### config.mk
export PLATFORM = sky130hd
export DESIGN_NAME = time_base_flat
export DESIGN_NICKNAME = d
export VERILOG_FILES = /design/src/common/pin_ctrl_pkg.sv /design/src/common/cmd_bus_if.sv /design/src/hw/time_base.sv /design/src/flat_wrapper.sv
export VERILOG_INCLUDE_DIRS = /design/src /design/src/common
export SDC_FILE = /design/constraint.sdc
export NUM_CORES = 1
export LEC_CHECK = 0
export BUFFER_PORTS_ARGS = -buffer_cell sky130_fd_sc_hd__buf_2
export CORE_ASPECT_RATIO = 0.75
export CORE_MARGIN = 4
export CORE_UTILIZATION = 52
export DETAILED_ROUTE_END_ITERATION = 12
export HOLD_SLACK_MARGIN = 0.1
export PLACE_DENSITY_LB_ADDON = 0.05
export SYNTH_ARGS = -nofsm -noshare
export SYNTH_HDL_FRONTEND = slang
export SYNTH_SLANG_ARGS = --single-unit
### constraint.sdc
create_clock -name clk -period 5.9 [get_ports clk]
set_clock_uncertainty 0.1 [all_clocks]
set_input_delay 0.885 -clock clk [delete_from_list [all_inputs] [get_ports clk]]
set_output_delay 0.885 -clock clk [all_outputs]
set_load 0.03 [all_outputs]
### src/common/pin_ctrl_config.svh
`ifndef PIN_CTRL_CONFIG_SVH
`define PIN_CTRL_CONFIG_SVH

// ----------------------------------------
// Build-time sizing of the controller
// ----------------------------------------

// Number of pin channels, valid range is 1 to 8
`define PIN_NUM_PINS 4

// Host command bus widths
`define PIN_ADDR_W 16   // High byte selects a block, low byte a register
`define PIN_WDATA_W 32
`define PIN_RDATA_W 16

// Framing constant that sits between count and value in a sample word
`define PIN_SAMPLE_TAG {12'hABC, 3'b111}

`endif
### src/common/pin_ctrl_pkg.sv
package pin_ctrl_pkg;

  // ----------------------------------------
  // Channel sequencer states
  // ----------------------------------------
  typedef enum logic [1:0] {
    st_idle   = 2'd0,
    st_const  = 2'd1,  // Pin held at 1 until end time
    st_square = 2'd2,  // Pin follows NCO phase MSB
    st_stream = 2'd3   // Pin sampled at the programmed rate
  } chan_state_t;

  // One-shot commands written to a channel's command register
  typedef enum logic [2:0] {
    cmd_none   = 3'd0,
    cmd_const  = 3'd2,
    cmd_square = 3'd3,
    cmd_stream = 3'd4,
    cmd_reset  = 3'd5
  } pin_cmd_t;

  // Commands to the time base at block 0
  typedef enum logic [1:0] {
    gcmd_none  = 2'd0,
    gcmd_start = 2'd1,
    gcmd_stop  = 2'd2,
    gcmd_clear = 2'd3
  } glob_cmd_t;

  // Register map, low address byte
  typedef enum logic [7:0] {
    a_global_cmd  = 8'd0,
    a_nco_inc     = 8'd1,
    a_end_time    = 8'd2,
    a_local_cmd   = 8'd3,
    a_sample_rate = 8'd4,
    a_sample_reg  = 8'd5,
    a_sample_cnt  = 8'd7,
    a_status      = 8'd8,
    a_last_data   = 8'd9,
    a_time_lo     = 8'd10,
    a_time_hi     = 8'd11
  } reg_addr_t;

endpackage

### src/common/cmd_bus_if.sv
`timescale 1ns/100ps
`include "pin_ctrl_config.svh"

// Registered command bus from the fabric to one block.
// Each block returns its own read data, zero when it is not answering
interface cmd_bus_if;

  logic                    wr;     // Write strobe, one cycle
  logic                    rd;     // Read strobe, one cycle
  logic [`PIN_ADDR_W-1:0]  addr;   // {block, register}
  logic [`PIN_WDATA_W-1:0] wdata;
  logic [`PIN_RDATA_W-1:0] rdata;  // Registered in the block

  // Fabric side
  modport source (
    output wr,
    output rd,
    output addr,
    output wdata,
    input  rdata
  );

  // Block side
  modport sink (
    input  wr,
    input  rd,
    input  addr,
    input  wdata,
    output rdata
  );

endinterface

### src/hw/time_base.sv
`timescale 1ns/100ps
`include "pin_ctrl_config.svh"

module time_base
  import pin_ctrl_pkg::*;
(
  input  logic        clk,
  input  logic        reset,
  cmd_bus_if.sink     bus,
  output logic [31:0] current_time
);

  glob_cmd_t gcmd;     // Holds a written command for one cycle
  logic      running;
  logic      addressed;

  assign addressed = (bus.addr[`PIN_ADDR_W-1:8] == 8'd0);

  // Global command register, clears itself the cycle after a write
  always_ff @(posedge clk) begin
    if (reset) begin
      gcmd <= gcmd_none;
    end else if (bus.wr && addressed && (reg_addr_t'(bus.addr[7:0]) == a_global_cmd)) begin
      if (bus.wdata[31:2] == '0)
        gcmd <= glob_cmd_t'(bus.wdata[1:0]);
      else
        gcmd <= gcmd_none;
    end else begin
      gcmd <= gcmd_none;
    end
  end

  // ----------------------------------------
  // Time counter
  // ----------------------------------------
  always_ff @(posedge clk) begin
    if (reset) begin
      running      <= 1'b0;
      current_time <= '0;
    end else begin
      case (gcmd)
        gcmd_start: begin
          running      <= 1'b1;
          current_time <= current_time + 32'd1;  // From zero this gives 1
        end
        gcmd_stop:  running <= 1'b0;
        gcmd_clear: current_time <= '0;
        default: begin
          if (running)
            current_time <= current_time + 32'd1;
        end
      endcase
    end
  end

  always_ff @(posedge clk) begin
    if (reset) begin
      bus.rdata <= '0;
    end else if (bus.rd && addressed) begin
      case (reg_addr_t'(bus.addr[7:0]))
        a_time_lo: bus.rdata <= current_time[15:0];
        a_time_hi: bus.rdata <= current_time[31:16];
        default:   bus.rdata <= '0;
      endcase
    end else begin
      bus.rdata <= '0;
    end
  end

endmodule

### src/flat_wrapper.sv
// flat-port wrapper written by rule: the top's interface ports become plain ports
module time_base_flat import pin_ctrl_pkg::*;
  (clk, reset, current_time, bus_wr, bus_rd, bus_addr, bus_wdata, bus_rdata);
  cmd_bus_if bus_i ();
  input  logic clk;
  input  logic reset;
  output logic [31:0] current_time;
  input wire logic [$bits(bus_i.wr)-1:0] bus_wr;
  input wire logic [$bits(bus_i.rd)-1:0] bus_rd;
  input wire logic [$bits(bus_i.addr)-1:0] bus_addr;
  input wire logic [$bits(bus_i.wdata)-1:0] bus_wdata;
  output wire logic [$bits(bus_i.rdata)-1:0] bus_rdata;
  assign bus_i.wr = bus_wr;
  assign bus_i.rd = bus_rd;
  assign bus_i.addr = bus_addr;
  assign bus_i.wdata = bus_wdata;
  assign bus_rdata = bus_i.rdata;
  time_base u_core (.clk(clk), .reset(reset), .bus(bus_i), .current_time(current_time));
endmodule
Word level (Yosys, flattened, before mapping):

Index checks and enable logic that the tools add are counted.

* $mul: 0
* add/subtract/negate cells: 1
* bitwise operators: 4
* divide/modulo/power cells: 0
* $lt $le $gt $ge: 0
* eq/ne operators: 5
* shift operators: 0
* muxes and demuxes: 4
* reductions and logical operators: 11

Operators by type and width (count)
* $pmux 32 s3: 1
* $add 32x1->32 const B: 1
* $mux 32: 1
* $pmux 16 s2: 1
* $logic_not 30->1: 1
* $eq 8x4->1 const B: 2
* $logic_not 8->1: 2
* $eq 2x2->1 const B: 2
* $not 1->1: 4
* $logic_and 1x1->1: 3
* $reduce_bool 3->1: 1
* $reduce_or 3->1: 1
* $eq 2x1->1 const B: 1
* $pmux 1 s2: 1
* $reduce_and 2->1: 1
* $reduce_bool 2->1: 1
* $reduce_or 2->1: 1

* memory bits (read-only): 0
* register bits: 51
* logic and storage cells: 29
* latch bits: 0
* bits in writable memories: 0
* bits of input ports: 52
* output and inout bits: 48
* memories kept: 0

Logic depth before layout (Yosys ltp):

* word-level depth: 5
* gate-level depth with buffers: 8
* gate-level depth less buffers: 6

Worst setup path after synthesis:

OpenSTA, ideal clock, no wires.

* path kind: input-to-reg
* start point: in bus_addr[5]
* end point: reg u_core.bus.rdata[6]
* required time: 5.734 ns
* path buffers: 1
* stages on the path: 5
* path slack: 3.335 ns
* setup time: 0.066 ns
* data arrival time: 2.400 ns
* cell sequence: or4_1 nor4b_2 buf_2 a22oi_1 nor2_1

* word-level cells in the longest chain between the ends: 2
* elaborated cells between the ends (all ways): 3
* those cells by class: eq/ne: 2; mux: 1

Ends and longest elaborated chain
* start: declaration: RTL line flat_wrapper.sv:10 `input wire logic [$bits(bus_i.addr)-1:0] bus_addr;`
* $eq 8x4->1: RTL line time_base.sv:60 `case (reg_addr_t'(bus.addr[7:0]))`
* $pmux 16 s2 (*): RTL line time_base.sv:60
* end signal: assignment: RTL line time_base.sv:61 `a_time_lo: bus.rdata <= current_time[15:0];`
* end signal: assignment: RTL line time_base.sv:62 `a_time_hi: bus.rdata <= current_time[31:16];`
* end: declaration: RTL line cmd_bus_if.sv:29 `output rdata`

Every way passes the cells marked *; elsewhere a longest branch is shown, timed or not.
A chain may end at the register's enable or synchronous reset.

Worst setup path after layout:

* start point: reg u_core.gcmd[0]
* end point: reg u_core.current_time[29]

* word-level cells in the longest chain between the ends: 3
* elaborated cells between the ends (all ways): 7
* those cells by class: eq/ne: 3; mux: 1; bitwise: 1; reduce/logical: 2

Ends and longest elaborated chain
* start: declaration: RTL line time_base.sv:13 `glob_cmd_t gcmd;`
* start signal: assignment: RTL line time_base.sv:22 `gcmd <= gcmd_none;`
* start signal: assignment: RTL line time_base.sv:25 `gcmd <= glob_cmd_t'(bus.wdata[1:0]);`
* start signal: assignment: RTL line time_base.sv:27 `gcmd <= gcmd_none;`
* $eq 2x1->1 or $eq 2x2->1 (tied branches): RTL line time_base.sv:41 `case (gcmd)`
* $reduce_bool 3->1 (no source line) or $not 1->1 (tied branches)
* $reduce_and 2->1 (no source line)
* end signal: assignment: RTL line time_base.sv:44 `current_time <= current_time + 32'd1;`
* end signal: assignment: RTL line time_base.sv:50 `current_time <= current_time + 32'd1;`
* end: declaration: RTL line time_base.sv:10 `output logic [31:0] current_time`

Parallel ways exist; a longest one is shown, timed or not.

==> metrics.csv <==
stage,metric,value,unit
outcome,outcome,"complete, no violations",
global_routing,GRT overflow,0,
clock_tree,clock-pin transition on the worst setup and hold timing paths,0.09,ns
worst_setup_path,critical path class,reg -> reg,
worst_setup_path,"critical path, cell by cell","inv_1, ha_1, nand4b_4, or4_1, or4_1, a21oi_1",
worst_setup_path,Setup crit start kind,register,
worst_hold_path,hold crit path type,reg -> reg,
sta,RSZ-0062 raised after global routing,no,
routing,DRC Markers,0,
routing,WL final,6.671,mm
power,sequential share of power,55.3,%
routing,initial DRC count,202,
sta,setup TNS,0,ns
final_layout,ant diodes,0,
synth,cells after synthesis,282,
final_layout,"Core Util, Final",68.89,%
worst_setup_path,R2R cell count,6,
clock_tree,Root Driver,clkbuf_8,
synth,sequential share of the synthesized area,41.74,%
worst_setup_path,crit-path max cell delay,0.63,ns
synth,Yosys cell types,40,
synth,"FFs w/ async S/R, synth",0,%
final_layout,most frequent cells in the layout,"99 x buf_2, 51 x dfxtp_1, 30 x nor2_1",
clock_tree,Post-CTS Setup Bufs,0,
sta,achievable frequency,403.1,MHz
global_routing,GRT Resource Usage Total,23.58,%
synth,yosys warns,0,
sta,Final min period,2.481,ns
worst_setup_path,Worst path depth,6,
sta,hold_ws,0.3910,ns
power,switching fraction of total power,20.33,%
worst_setup_path,Crit path max-delay family,simple AND/OR/NAND/NOR gates,
floorplan,# rows,21,
final_layout,Finished Layout Cells,436,
routing,DR vias,2503,
power,switching power,126.5,µW
power,Power Density,201.0,nW/µm²
power,P_int,495.6,µW
floorplan,IO Pins,100,
sta,final setup fails,0,
sta,Rel. slew slack,47.56,%
worst_setup_path,slowest cell on the critical path,or4_1,
sta,"Hold Vio Cnt, Final",0,
power,Pwr Total,622.1,µW
clock_tree,clock buffer count from CTS,5,
synth,main flop type after synthesis,dfxtp_1,
routing,routed vias/inst,5.741,
final_layout,nets,434,
worst_setup_path,Worst Path Arrival,2.62,ns
floorplan,core area,4493,µm²
place,placed cells,428,
final_layout,"commonest non-fill, non-tap cell in the layout",buf_2,
synth,number of synthesized flops with an enable pin,0,
worst_setup_path,crit path buf inv count,1,
place,port bufs,99,
floorplan,die area,5877,µm²
routing,drt wl/cell,15.30,µm
routing,DR pass1 iterations,4,
sta,Max Transition Viols Final,0,
sta,Least-Margin Pin Slew,0.7866,ns
sta,Tcrit/Tclk final,42.04,%
power,Static Leak,0.001278,µW
synth,syn avg cell area,8.674,µm²
place,RD Place Congestion,0.7949,
power,Combinational Power Share,4.2,%
routing,DRT antenna net count,0,
floorplan,Starting Density,54.44,%
floorplan,chip width,87.20,µm
place,post-DP HPWL,4.865,mm
worst_setup_path,CP endpoint kind,register,
worst_setup_path,crit-path max FO,10,
final_layout,share of cells above drive strength 1,31.40,%
synth,Mapped Area,2446,µm²
power,worst vdd ir,141.3,µV
floorplan,die height,67.40,µm
clock_tree,clk_lat worst skew,0.31,ns
final_layout,Area growth syn-to-layout,26.55,%
run,Max Cap Violations,0,
clock_tree,Sink Count,51,
worst_setup_path,cell mode on critical path,or4_1,
global_routing,first-pass GRT wire length,10.73,mm
clock_tree,clk buf depth,2,
clock_tree,"Hold-fix buffers, CTS",0,
synth,#FFs+latches synth,51,
clock_tree,H-tree levels,2,
power,Clock Power Share,40.5,%
global_routing,initial antenna violation count,0,
clock_tree,CTS tree,done,
clock_tree,post-CTS resize count,0,
synth,syn nets,338,
worst_setup_path,Required @ worst endpoint,6.04,ns
global_routing,vias in the first global route,2216,
global_routing,largest net degree at the start of global routing,31,
worst_hold_path,worst hold path depth,2,
[Yosys cell counts (all sizes together), types with 3 or more instances]
cell type   n  area, µm²
o21ai       3      15.01
nand3       7      35.03
dfxtp      51       1021
mux2i       6      60.06
nand2b      5      31.28
o31ai      11      82.58
nor4b       3      32.53
or4        17      131.4
ha          4      50.05
clkbuf      7      26.28
and3        5      31.28
inv        11      41.29
nand4      11      81.32
a21oi      16      80.08
nor4       19      125.1
xnor2       9      78.83
nor2       30      112.6
buf         7      38.79
nand2      21      78.83
nor3        7      35.03
a22oi      16      120.1
[state kept, by name, summed over array words and instances, names as in the netlist]
name	count
u_core.gcmd	2
u_core.current_time	32
u_core.bus.rdata	16
u_core.running	1
[power groups by stage]
stage / clock [µW] / combinational, µW / sequential [µW]
finish: 252 / 26.1 / 344
CTS: 257 / 26.2 / 344
floorplan: 0 / 7.29 / 352
global placement: 0 / 25.4 / 352
global route: 266 / 29.3 / 344
detailed placement: 0 / 26.1 / 352
[routing by layer]
layer	vias to the layer above	share of wire, %	global-route usage, %
met5	-	0	0
met4	0	0.69	6.322
met3	6	7.5	4.512
met2	85	47	37.97
met1	1163	45	32.56
li1	1249	-	-
[path summary, 6_finish.rpt]
path | from | endpoint | slack, ns
setup / recovery | u_core.gcmd[0] | u_core.current_time[29] | 3.42
hold / removal | u_core.current_time[31] | u_core.current_time[31] | 0.39
setup reg to reg | u_core.gcmd[0] | u_core.current_time[29] | 3.42
hold reg to reg | u_core.current_time[31] | u_core.current_time[31] | 0.39
[through the flow]
| stage | setup slack, ns | instance area (µm²) |
|---|---|---|
| 6_report | 3.419 | 3095 |
| 2_1_floorplan | 3.335 | 2446 |
| 3_5_place_dp | 3.206 | 2978 |
| 4_1_cts | 3.440 | 3095 |
| 5_1_grt | 3.289 | 3095 |
| 3_3_place_gp | 3.256 | 2978 |
[worst min-delay path: cells and delay by family (launching register included)]
family / cells / cell delay [ns]
flops: 1 / 0.34
mux: 1 / 0.05
simple gates: 1 / 0.06
[cell families after synthesis]
logic type	after synthesis	share of synthesized area [%]
DFF	51	41.74
muxes	6	2.455
adders and majority gates	4	2.046
xor gates and xnor gates	9	3.223
buffers and inverters	25	4.348
and+or+nand+nor	136	32.33
AOI/OAI and AO/OA	51	13.86
[final cells by class]
class	instances	area (µm²)
sequential	51	1021
clock inverter	2	35.03
clock buffer	6	82.58
inverter	11	41.29
tap	57	71.32
fill	403	1398
timing repair buffer	103	525.5
multi-input combinational	206	1319
(Power assumes the default switching activity.)
