File: config.mk
export PLATFORM = sky130hd
export DESIGN_NAME = sample_collector
export DESIGN_NICKNAME = d
export VERILOG_FILES = /design/src/hw/sample_collector.sv
export VERILOG_INCLUDE_DIRS = /design/src /design/src/common
export SDC_FILE = /design/constraint.sdc
export NUM_CORES = 1
export LEC_CHECK = 0
export ABC_CLOCK_PERIOD_IN_PS = 4500
export BUFFER_PORTS_ARGS = -buffer_cell sky130_fd_sc_hd__buf_2
export CORE_UTILIZATION = 30
export DETAILED_ROUTE_END_ITERATION = 7
export SYNTH_ARGS = -nofsm -noshare
export SYNTH_HDL_FRONTEND = slang
export SYNTH_SLANG_ARGS = --single-unit
File: constraint.sdc
create_clock -name clk -period 4.5 [get_ports clk]
set_clock_uncertainty 0.1 [all_clocks]
set_input_delay 0.9 -clock clk [delete_from_list [all_inputs] [get_ports clk]]
set_output_delay 0.9 -clock clk [all_outputs]
set_load 0.01 [all_outputs]
File: src/common/pin_ctrl_config.svh
`ifndef PIN_CTRL_CONFIG_SVH
`define PIN_CTRL_CONFIG_SVH

// ----------------------------------------
// Build-time sizing of the controller
// ----------------------------------------

// Number of pin channels, valid range is 1 to 8
`define PIN_NUM_PINS 4

// Host command bus widths
`define PIN_ADDR_W 16   // High byte selects a block, low byte a register
`define PIN_WDATA_W 32
`define PIN_RDATA_W 16

// Framing constant that sits between count and value in a sample word
`define PIN_SAMPLE_TAG {12'hABC, 3'b111}

`endif
File: src/hw/sample_collector.sv
`timescale 1ns/100ps
`include "pin_ctrl_config.svh"

module sample_collector (
  input  logic        clk,
  input  logic        reset,
  input  logic [31:0] chan_words [1:`PIN_NUM_PINS],
  output logic        sel_valid,
  output logic [7:0]  sel_chan,
  output logic        sample_valid,
  output logic [7:0]  sample_chan,
  output logic [31:0] sample_word
);

  logic [15:0] last_cnt [1:`PIN_NUM_PINS];  // Count last reported per channel
  logic [7:0]  chan_d;                      // Channel whose word arrives now
  logic        valid_d;
  logic [31:0] word_or;
  logic        new_sample;

  // ----------------------------------------
  // Scan pointer, one channel per cycle
  // ----------------------------------------
  always_ff @(posedge clk) begin
    if (reset) begin
      sel_valid <= 1'b0;
      sel_chan  <= 8'(`PIN_NUM_PINS);  // First step wraps to channel 1
      valid_d   <= 1'b0;
      chan_d    <= '0;
    end else begin
      sel_valid <= 1'b1;
      sel_chan  <= (sel_chan == 8'(`PIN_NUM_PINS)) ? 8'd1 : sel_chan + 8'd1;
      valid_d   <= sel_valid;
      chan_d    <= sel_chan;
    end
  end

  // Only the selected channel drives a non-zero word
  always_comb begin
    word_or = '0;
    for (int i = 1; i <= `PIN_NUM_PINS; i++)
      word_or = word_or | chan_words[i];
  end

  assign new_sample = valid_d && (word_or[31:16] != last_cnt[chan_d]);

  always_ff @(posedge clk) begin
    if (reset) begin
      sample_valid <= 1'b0;
      for (int i = 1; i <= `PIN_NUM_PINS; i++)
        last_cnt[i] <= '0;
    end else begin
      sample_valid <= new_sample;
      if (new_sample)
        last_cnt[chan_d] <= word_or[31:16];
    end
  end

  always_ff @(posedge clk) begin
    if (new_sample) begin
      sample_chan <= chan_d;
      sample_word <= word_or;
    end
  end

endmodule

Word level (Yosys, flattened, before mapping)
Memory sizes are Yosys's and may differ from the RTL's. A register that Yosys moved wholly into a read port is not among the register bits.
Cells that the tools add are included.
Cells by class
  eq/ne operators: 2
  bitwise logic cells: 3
  add/subtract/negate cells: 1
  reduce and logical (&&, ||, !) cells: 3
  mux-type cells: 11
Operator list (number)
  bitwise OR 32 bit: 3
  two-way mux 16 bit: 1
  != test 16 bit: 1
  OR reduction 16 bit: 1
  two-way mux 3 bit: 3
  adder 8 x 1 -> 8 bit (second input constant): 1
  equality test 8 x 3 -> 1 bit (second input constant): 1
  two-way mux 1 bit: 7
  OR reduction 2 bit: 1
  logical AND 1 bit: 1
Storage, ports and cells
  input bits: 130
  memories kept: 1
  bits in writable memories: 64
  register bits after elaboration: 59
  output and inout bits: 50
  word-level logic and storage cells: 29
Memory list
  last_cnt: depth 4, bits a word 16, rd ports 1, clocked after Yosys merged registers in 1, wr ports 4, line sample_collector.sv:15  | logic [15:0] last_cnt [1:`PIN_NUM_PINS];

Logic depth before layout (Yosys ltp)
Gate-level depths: netlist (run 1).
  depth in word-level cells: 10
  mapped depth: 13
  gate-level depth less buffers: 7

Worst setup path before layout (run 1)
OpenSTA, ideal clock, no wires.
  kind: input to register
  start: in chan_words[87] (netlist name)
  end: mem last_cnt[0][0] (enable)
  setup slack: 0.422 ns
  data arrival time: 3.569 ns
  data required time: 3.991 ns
  library setup time: 0.409 ns
  stages on the path: 8
  buffers on the path: 2
  cell sequence: nor4_1 > o21ai_0 > nor4b_1 > nand4_1 > o31ai_4 > buf_6 > buf_6 > nor3_1
RTL lines
  from (decl): line sample_collector.sv:7  | input logic [31:0] chan_words [1:`PIN_NUM_PINS],
  to (decl): line sample_collector.sv:15

==> results of run 1 <==
[kinds of logic after synthesis]
group / after synthesis / share of synthesized area
compound gates: 44 / 0.0408
xor+xnor: 15 / 0.0169
fa+ha+maj: 2 / 0.00321
buf+inv: 50 / 0.0320
flops: 187 / 0.697
mux: 53 / 0.0796
simple gates: 183 / 0.130
[report_power, final]
| part | internal [mW] | switching (mW) | total [mW] | leakage [nW] |
|---|---|---|---|---|
| registers | 1.95 | 0.0495 | 2.00 | 1.78 |
| logic | 0.185 | 0.223 | 0.408 | 1.59 |
| clock network | 0.746 | 0.708 | 1.45 | 0.283 |
[worst paths after layout]
check	start	end	slack, ns	cells after the start
worst min register to register	chan_d[3]	sample_chan[3]	0.31	0
worst min-delay path	chan_d[3]	sample_chan[3]	0.31	0
worst max register to register	chan_d[0]	last_cnt[1][1]	0.43	9
worst max-delay path	chan_d[0]	last_cnt[1][1]	0.43	9
[stage by stage]
stage	power, mW	std cells	area (sq um)	hold WS, ns
floorplan	2.27	534	7780	0.286
global placement	2.44	1056	9250	0.287
detailed placement	2.45	1056	9250	0.296
CTS	3.89	1088	9820	0.310
global route	4.01	1088	9820	0.319
finish	3.86	1088	9820	0.305
[cell usage after synthesis, drive strengths merged (4+ instances only)]
| cell type | number |
|---|---|
| o22ai | 5 |
| nor2b | 12 |
| edfxtp | 168 |
| o21ai | 7 |
| xnor2 | 9 |
| o211ai | 7 |
| a21oi | 4 |
| dfxtp | 19 |
| and3 | 8 |
| or4 | 16 |
| nand3 | 14 |
| nand2b | 6 |
| nand2 | 13 |
| buf | 18 |
| xor2 | 6 |
| nor2 | 8 |
| inv | 21 |
| clkbuf | 9 |
| a22oi | 10 |
| nor3 | 75 |
| nand3b | 4 |
| mux4 | 7 |
| nor4 | 17 |
| mux2i | 45 |
[state kept, by name (all words and copies together), names as in the netlist]
register	cells
sel_chan	8
chan_d	8
sel_valid	1
valid_d	1
last_cnt	128
sample_chan	8
sample_valid	1
sample_word	32
[per-layer routing]
layer | vias to the layer above | share of wire
li1 | 2503 | -
met1 | 2608 | 0.44
met2 | 179 | 0.48
met3 | 20 | 0.066
met4 | 0 | 0.013
met5 | - | 0
[cell usage in the layout, fill, tap and decap left out, types with 13 or more instances in the layout]
cell type	n
nor4_1	17
buf_4	40
buf_2	179
dfxtp_1	18
nand2_1	13
or4_1	16
clkbuf_16	17
nor3_1	71
mux2i_1	45
edfxtp_1	168
inv_1	21
nand3_1	14
[area by class of cell]
| cell class | count | area [sq um] | area share |
|---|---|---|---|
| multi-input cells | 297 | 2130 | 0.217 |
| clock buffers | 18 | 439 | 0.0447 |
| repair buffers | 219 | 1200 | 0.122 |
| well taps | 330 | 413 | 0.0420 |
| inverters | 23 | 86.3 | 0.00879 |
| flip-flops and latches | 187 | 5430 | 0.553 |
| clock inverters | 14 | 126 | 0.0129 |
==> flow_summary.toml, run 1 <==
[clock_tree]
ctsLongestPathBuffers = 2
numCtsBuffers = 17
cts_tree = "yes"
clock_latency_ns = 0.44
cts-root-buf = "clkbuf_16"
postCtsHoldBufs = 0
cts.sinks = 187
cts_setup_buffers = 0
cts.repair.resized = 0
path_clk_slew_ns = 0.08
htreeDepth = 4

[logic_synthesis]
synth_area_leaders = "edfxtp_1 (65%), mux2i_1 (5.8%), dfxtp_1 (4.9%), nor3_1 (4.8%), mux4_2 (2.0%)"
syn_area_sq_um = 7780
synthArstFlopShare = 0
ys_seq_elements = 187
ys.flop_type = "edfxtp_1"
synth.largest_area_cell = "edfxtp_1"
ys_types = 43
avgSynthCellArea_sq_um = 14.6
seq_area_frac_synth = 0.697
synth_nets = 666
synth_warnings = 0
synth_top_cell_area_share = 0.648
synth_edf_count = 168
synthCells = 534

[floorplanning]
rows = 58
fp.coreArea_sq_um = 25300
die_area_sq_um = 26600
start_util = 0.307
num_io_pins = 180
die_h_microns = 163
fp.dieW_microns = 163

[detailed_routing]
wire_per_inst_microns = 17.7
vias = 5310
drtIter0Drc = 474
antenna_left = 0
drc = 0
via_per_inst = 4.88
wirelength_mm = 19.2
drt-pass1-iter-count = 6

[global_route]
antenna_found_initial = 0
use_met3 = 0.0386
met1_usage = 0.193
overflow = 0
grt_pass1_wl_mm = 29.3
grt_max_degree = 54
use_met2 = 0.244
grt_pass1_vias = 5224
busiest_layer = "met2"
grt.total_usage = 0.149

[placed_design]
portBuffers = 179
hpwl_mm = 13.0
gp_congestion = 0.750
dp_slack_ns = 0.475

[setup_path]
critPathBufInv = 2
critical-path-top-delay-family = "simple AND/OR/NAND/NOR gates"
critPathSlowestCell = "dfxtp_4"
end_kind = "register"
crit_chain = "buf_4 > mux2i_1 > a22oi_1 > and3_1 > nor4_1 > nand4_1 > nor3_1 > o21ai_1 > buf_4"
max_stage_delay_ns = 0.87
path_class = "reg2reg"
startpoint_type = "register"
crit_arrival_ns = 4.15
critPathMaxFanout = 53
required_ns = 4.58
path_common_cell = "buf_4"

[worst_hold_path]
holdCritPathClass = "reg2reg"

[sta]
max_clock_freq_mhz = 246
tns_ns = 0
hold_violations = 0
rsz0062_at_grt = "no"
slew_violations = 0
setup_violations = 0
relSlewSlack = 0.348
setup_ws_ns = 0.435
tightest_slew_ns = 0.971
min_period_ns = 4.07
period_share = 0.903

[status]
status = "completed"

[power_and_ir_drop]
powerDensity_nw_per_um2 = 393
leakagePower_nw = 3.65
ir_worst_vdd_mv = 0.277

[cells_and_area]
num_antenna_cells = 0
postLayoutCoreUtil = 0.388
fillCellCount = 2395
syn_to_final_growth_pct = 26.2
drive_gt1_frac = 0.352
fin_nets = 877

[job]
maxCapViolCount = 0
(Power assumes the default switching activity.)
==> run 2, diff against run 1 <==
--- a/config.mk
+++ b/config.mk
@@ -9,7 +9,10 @@
 export ABC_CLOCK_PERIOD_IN_PS = 4500
 export BUFFER_PORTS_ARGS = -buffer_cell sky130_fd_sc_hd__buf_2
 export CORE_UTILIZATION = 30
+export CTS_BUF_LIST = sky130_fd_sc_hd__clkbuf_4 sky130_fd_sc_hd__clkbuf_8
 export DETAILED_ROUTE_END_ITERATION = 7
+export SLEW_MARGIN = 15
 export SYNTH_ARGS = -nofsm -noshare
 export SYNTH_HDL_FRONTEND = slang
 export SYNTH_SLANG_ARGS = --single-unit
+export TNS_END_PERCENT = 30
==> run 2 against run 1 <==
  * Critical endpoint unchanged
  * Die area unchanged
  * Clock power down 26%
  * First-iteration DRC count down 15%
  * Count of clock-buffer cells in the layout unchanged
  * Sequential power about the same
  * Cell area down 1.9%
  * Critical path type unchanged
  * Largest power group unchanged
  * Power down 9.9%
  * Final cell count unchanged
==> flow_summary.toml, run 2 (synthesized netlist as in run 1, its figures left out) <==
[cells_and_area]
num_antenna_cells = 0
postLayoutCoreUtil = 0.380
fin_nets = 877
largest_register = "last_cnt"
drive_gt1_frac = 0.352
fillCellCount = 2430
final_common_cell = "buf_2"
largest_reg_flops = 128
layout_common_cells = "buf_2 (179), edfxtp_1 (168), nor3_1 (71)"
top_regs = "last_cnt x128, sample_word x32"
syn_to_final_growth_pct = 23.7
final_area_sq_um = 9630

[status]
status = "completed"

[setup_path]
reg2reg_depth = 9
crit_arrival_ns = 4.21
startpoint_type = "register"
reg2reg_slack_ns = 0.41
required_ns = 4.62
rr_startpoint = "chan_d[0]"
r2r-end = "last_cnt[1][1]"
end_kind = "register"
critPathMaxFanout = 53
path_class = "reg2reg"

[job]
maxCapViolCount = 0

[clock_tree]
cts_tree = "yes"
numCtsBuffers = 17
cts.sinks = 187
clock_latency_ns = 0.47
htreeDepth = 4
cts-root-buf = "clkbuf_8"
ctsLongestPathBuffers = 2
postCtsHoldBufs = 0
cts.repair.resized = 0
cts_setup_buffers = 0
path_clk_slew_ns = 0.11

[placed_design]
portBuffers = 179
hpwl_mm = 13.0
place_area_sq_um = 9250
gp_congestion = 0.750

[worst_hold_path]
hold-path-cell-count = 0
hold_end = "sample_chan[3]"
worstHoldStart = "chan_d[3]"
holdCritPathClass = "reg2reg"

[sta]
tns_ns = 0
period_share = 0.910
hold_violations = 0
tightest_slew_ns = 0.976
min_period_ns = 4.09
relSlewSlack = 0.345
slew_violations = 0
setup_violations = 0
max_clock_freq_mhz = 244
rsz0062_at_grt = "no"

[detailed_routing]
vias = 5361
wirelength_mm = 19.1
drtIter0Drc = 402
via_per_inst = 4.93
drt-pass1-iter-count = 5
drc = 0
wire_per_inst_microns = 17.6
antenna_left = 0

[power_and_ir_drop]
fin_total_pwr_mw = 3.48
ir_worst_vdd_mv = 0.171
seqPwrFrac = 0.574
p_int_mw = 2.55
clockPowerShare = 0.309
p_sw_frac = 0.266
power_switching_mw = 0.925
comb_power_share = 0.117
powerDensity_nw_per_um2 = 361
leakagePower_nw = 3.56

[floorplanning]
fp.coreArea_sq_um = 25300
fp.dieW_microns = 163
rows = 58
die_h_microns = 163
die_area_sq_um = 26600
num_io_pins = 180
start_util = 0.307

[global_route]
grt.total_usage = 0.149
grt_max_degree = 54
grt_pass1_vias = 5237
grt_pass1_wl_mm = 29.3
overflow = 0
antenna_found_initial = 0
run 2: cell counts in the layout (fill, tap and decap cells not counted):
Identical to the previous run, type by type.
run 2: stage by stage:
stage | setup WS (ns) | instances | hold slack (ns)
6_report | 0.405 | 1088 | 0.312
5_1_grt | 0.121 | 1088 | 0.327
4_1_cts | 0.391 | 1088 | 0.318
3_5_place_dp | 0.475 | 1056 | 0.296
3_3_place_gp | 0.489 | 1056 | 0.287
2_1_floorplan | 0.422 | 534 | 0.286
run 2: per-layer routing:
metal | vias to the layer above | wire [microns] | GRT usage
li1 | 2499 | - | -
met1 | 2628 | 8300 | 0.191
met2 | 208 | 9090 | 0.242
met3 | 26 | 1430 | 0.0401
met4 | 0 | 320 | 0.0484
met5 | - | 0 | 0
run 2: how the worst max path moves through the flow:
stage	startpoint	end	slack, ns	cells after the start
final	chan_d[0]	last_cnt[1][1]	0.41	9
after global placement	chan_d[0]	last_cnt[1][0]	0.49	9
after CTS	chan_d[0]	last_cnt[1][8]	0.39	9
after global routing	chan_d[0]	last_cnt[1][1]	0.12	9
after floorplan	chan_words[87]	last_cnt[0][0]	0.42	8
after detailed placement	chan_d[0]	last_cnt[1][0]	0.48	9
run 2: power by group through the flow:
stage                     Sequential, mW  Combinational [mW]  Clock (mW)
after CTS                           2.00               0.411        1.11
after global routing                2.01               0.446        1.18
after detailed placement            2.04               0.410           0
after floorplan                     2.02               0.245           0
after global placement              2.04               0.403           0
final                               2.00               0.408        1.07
run 2: cell type report:
type                            count  area [sq um]  share of cell area
Clock buffer                       18           248              0.0257
Clock inverter                     14           126              0.0131
Inverter                           23          86.3             0.00897
Multi-Input combinational cell    297          2130               0.221
Sequential cell                   187          5430               0.564
Tap cell                          330           413              0.0429
Timing Repair Buffer              219          1200               0.124
run 2: worst max-delay path, stage by stage (launching register included):
cell and delay, ns:
dfxtp_4 0.85, buf_4 0.32, mux2i_1 0.26, a22oi_1 0.13, and3_1 0.22, nor4_1 0.41
nand4_1 0.29, nor3_1 0.43, o21ai_1 0.44, buf_4 0.35
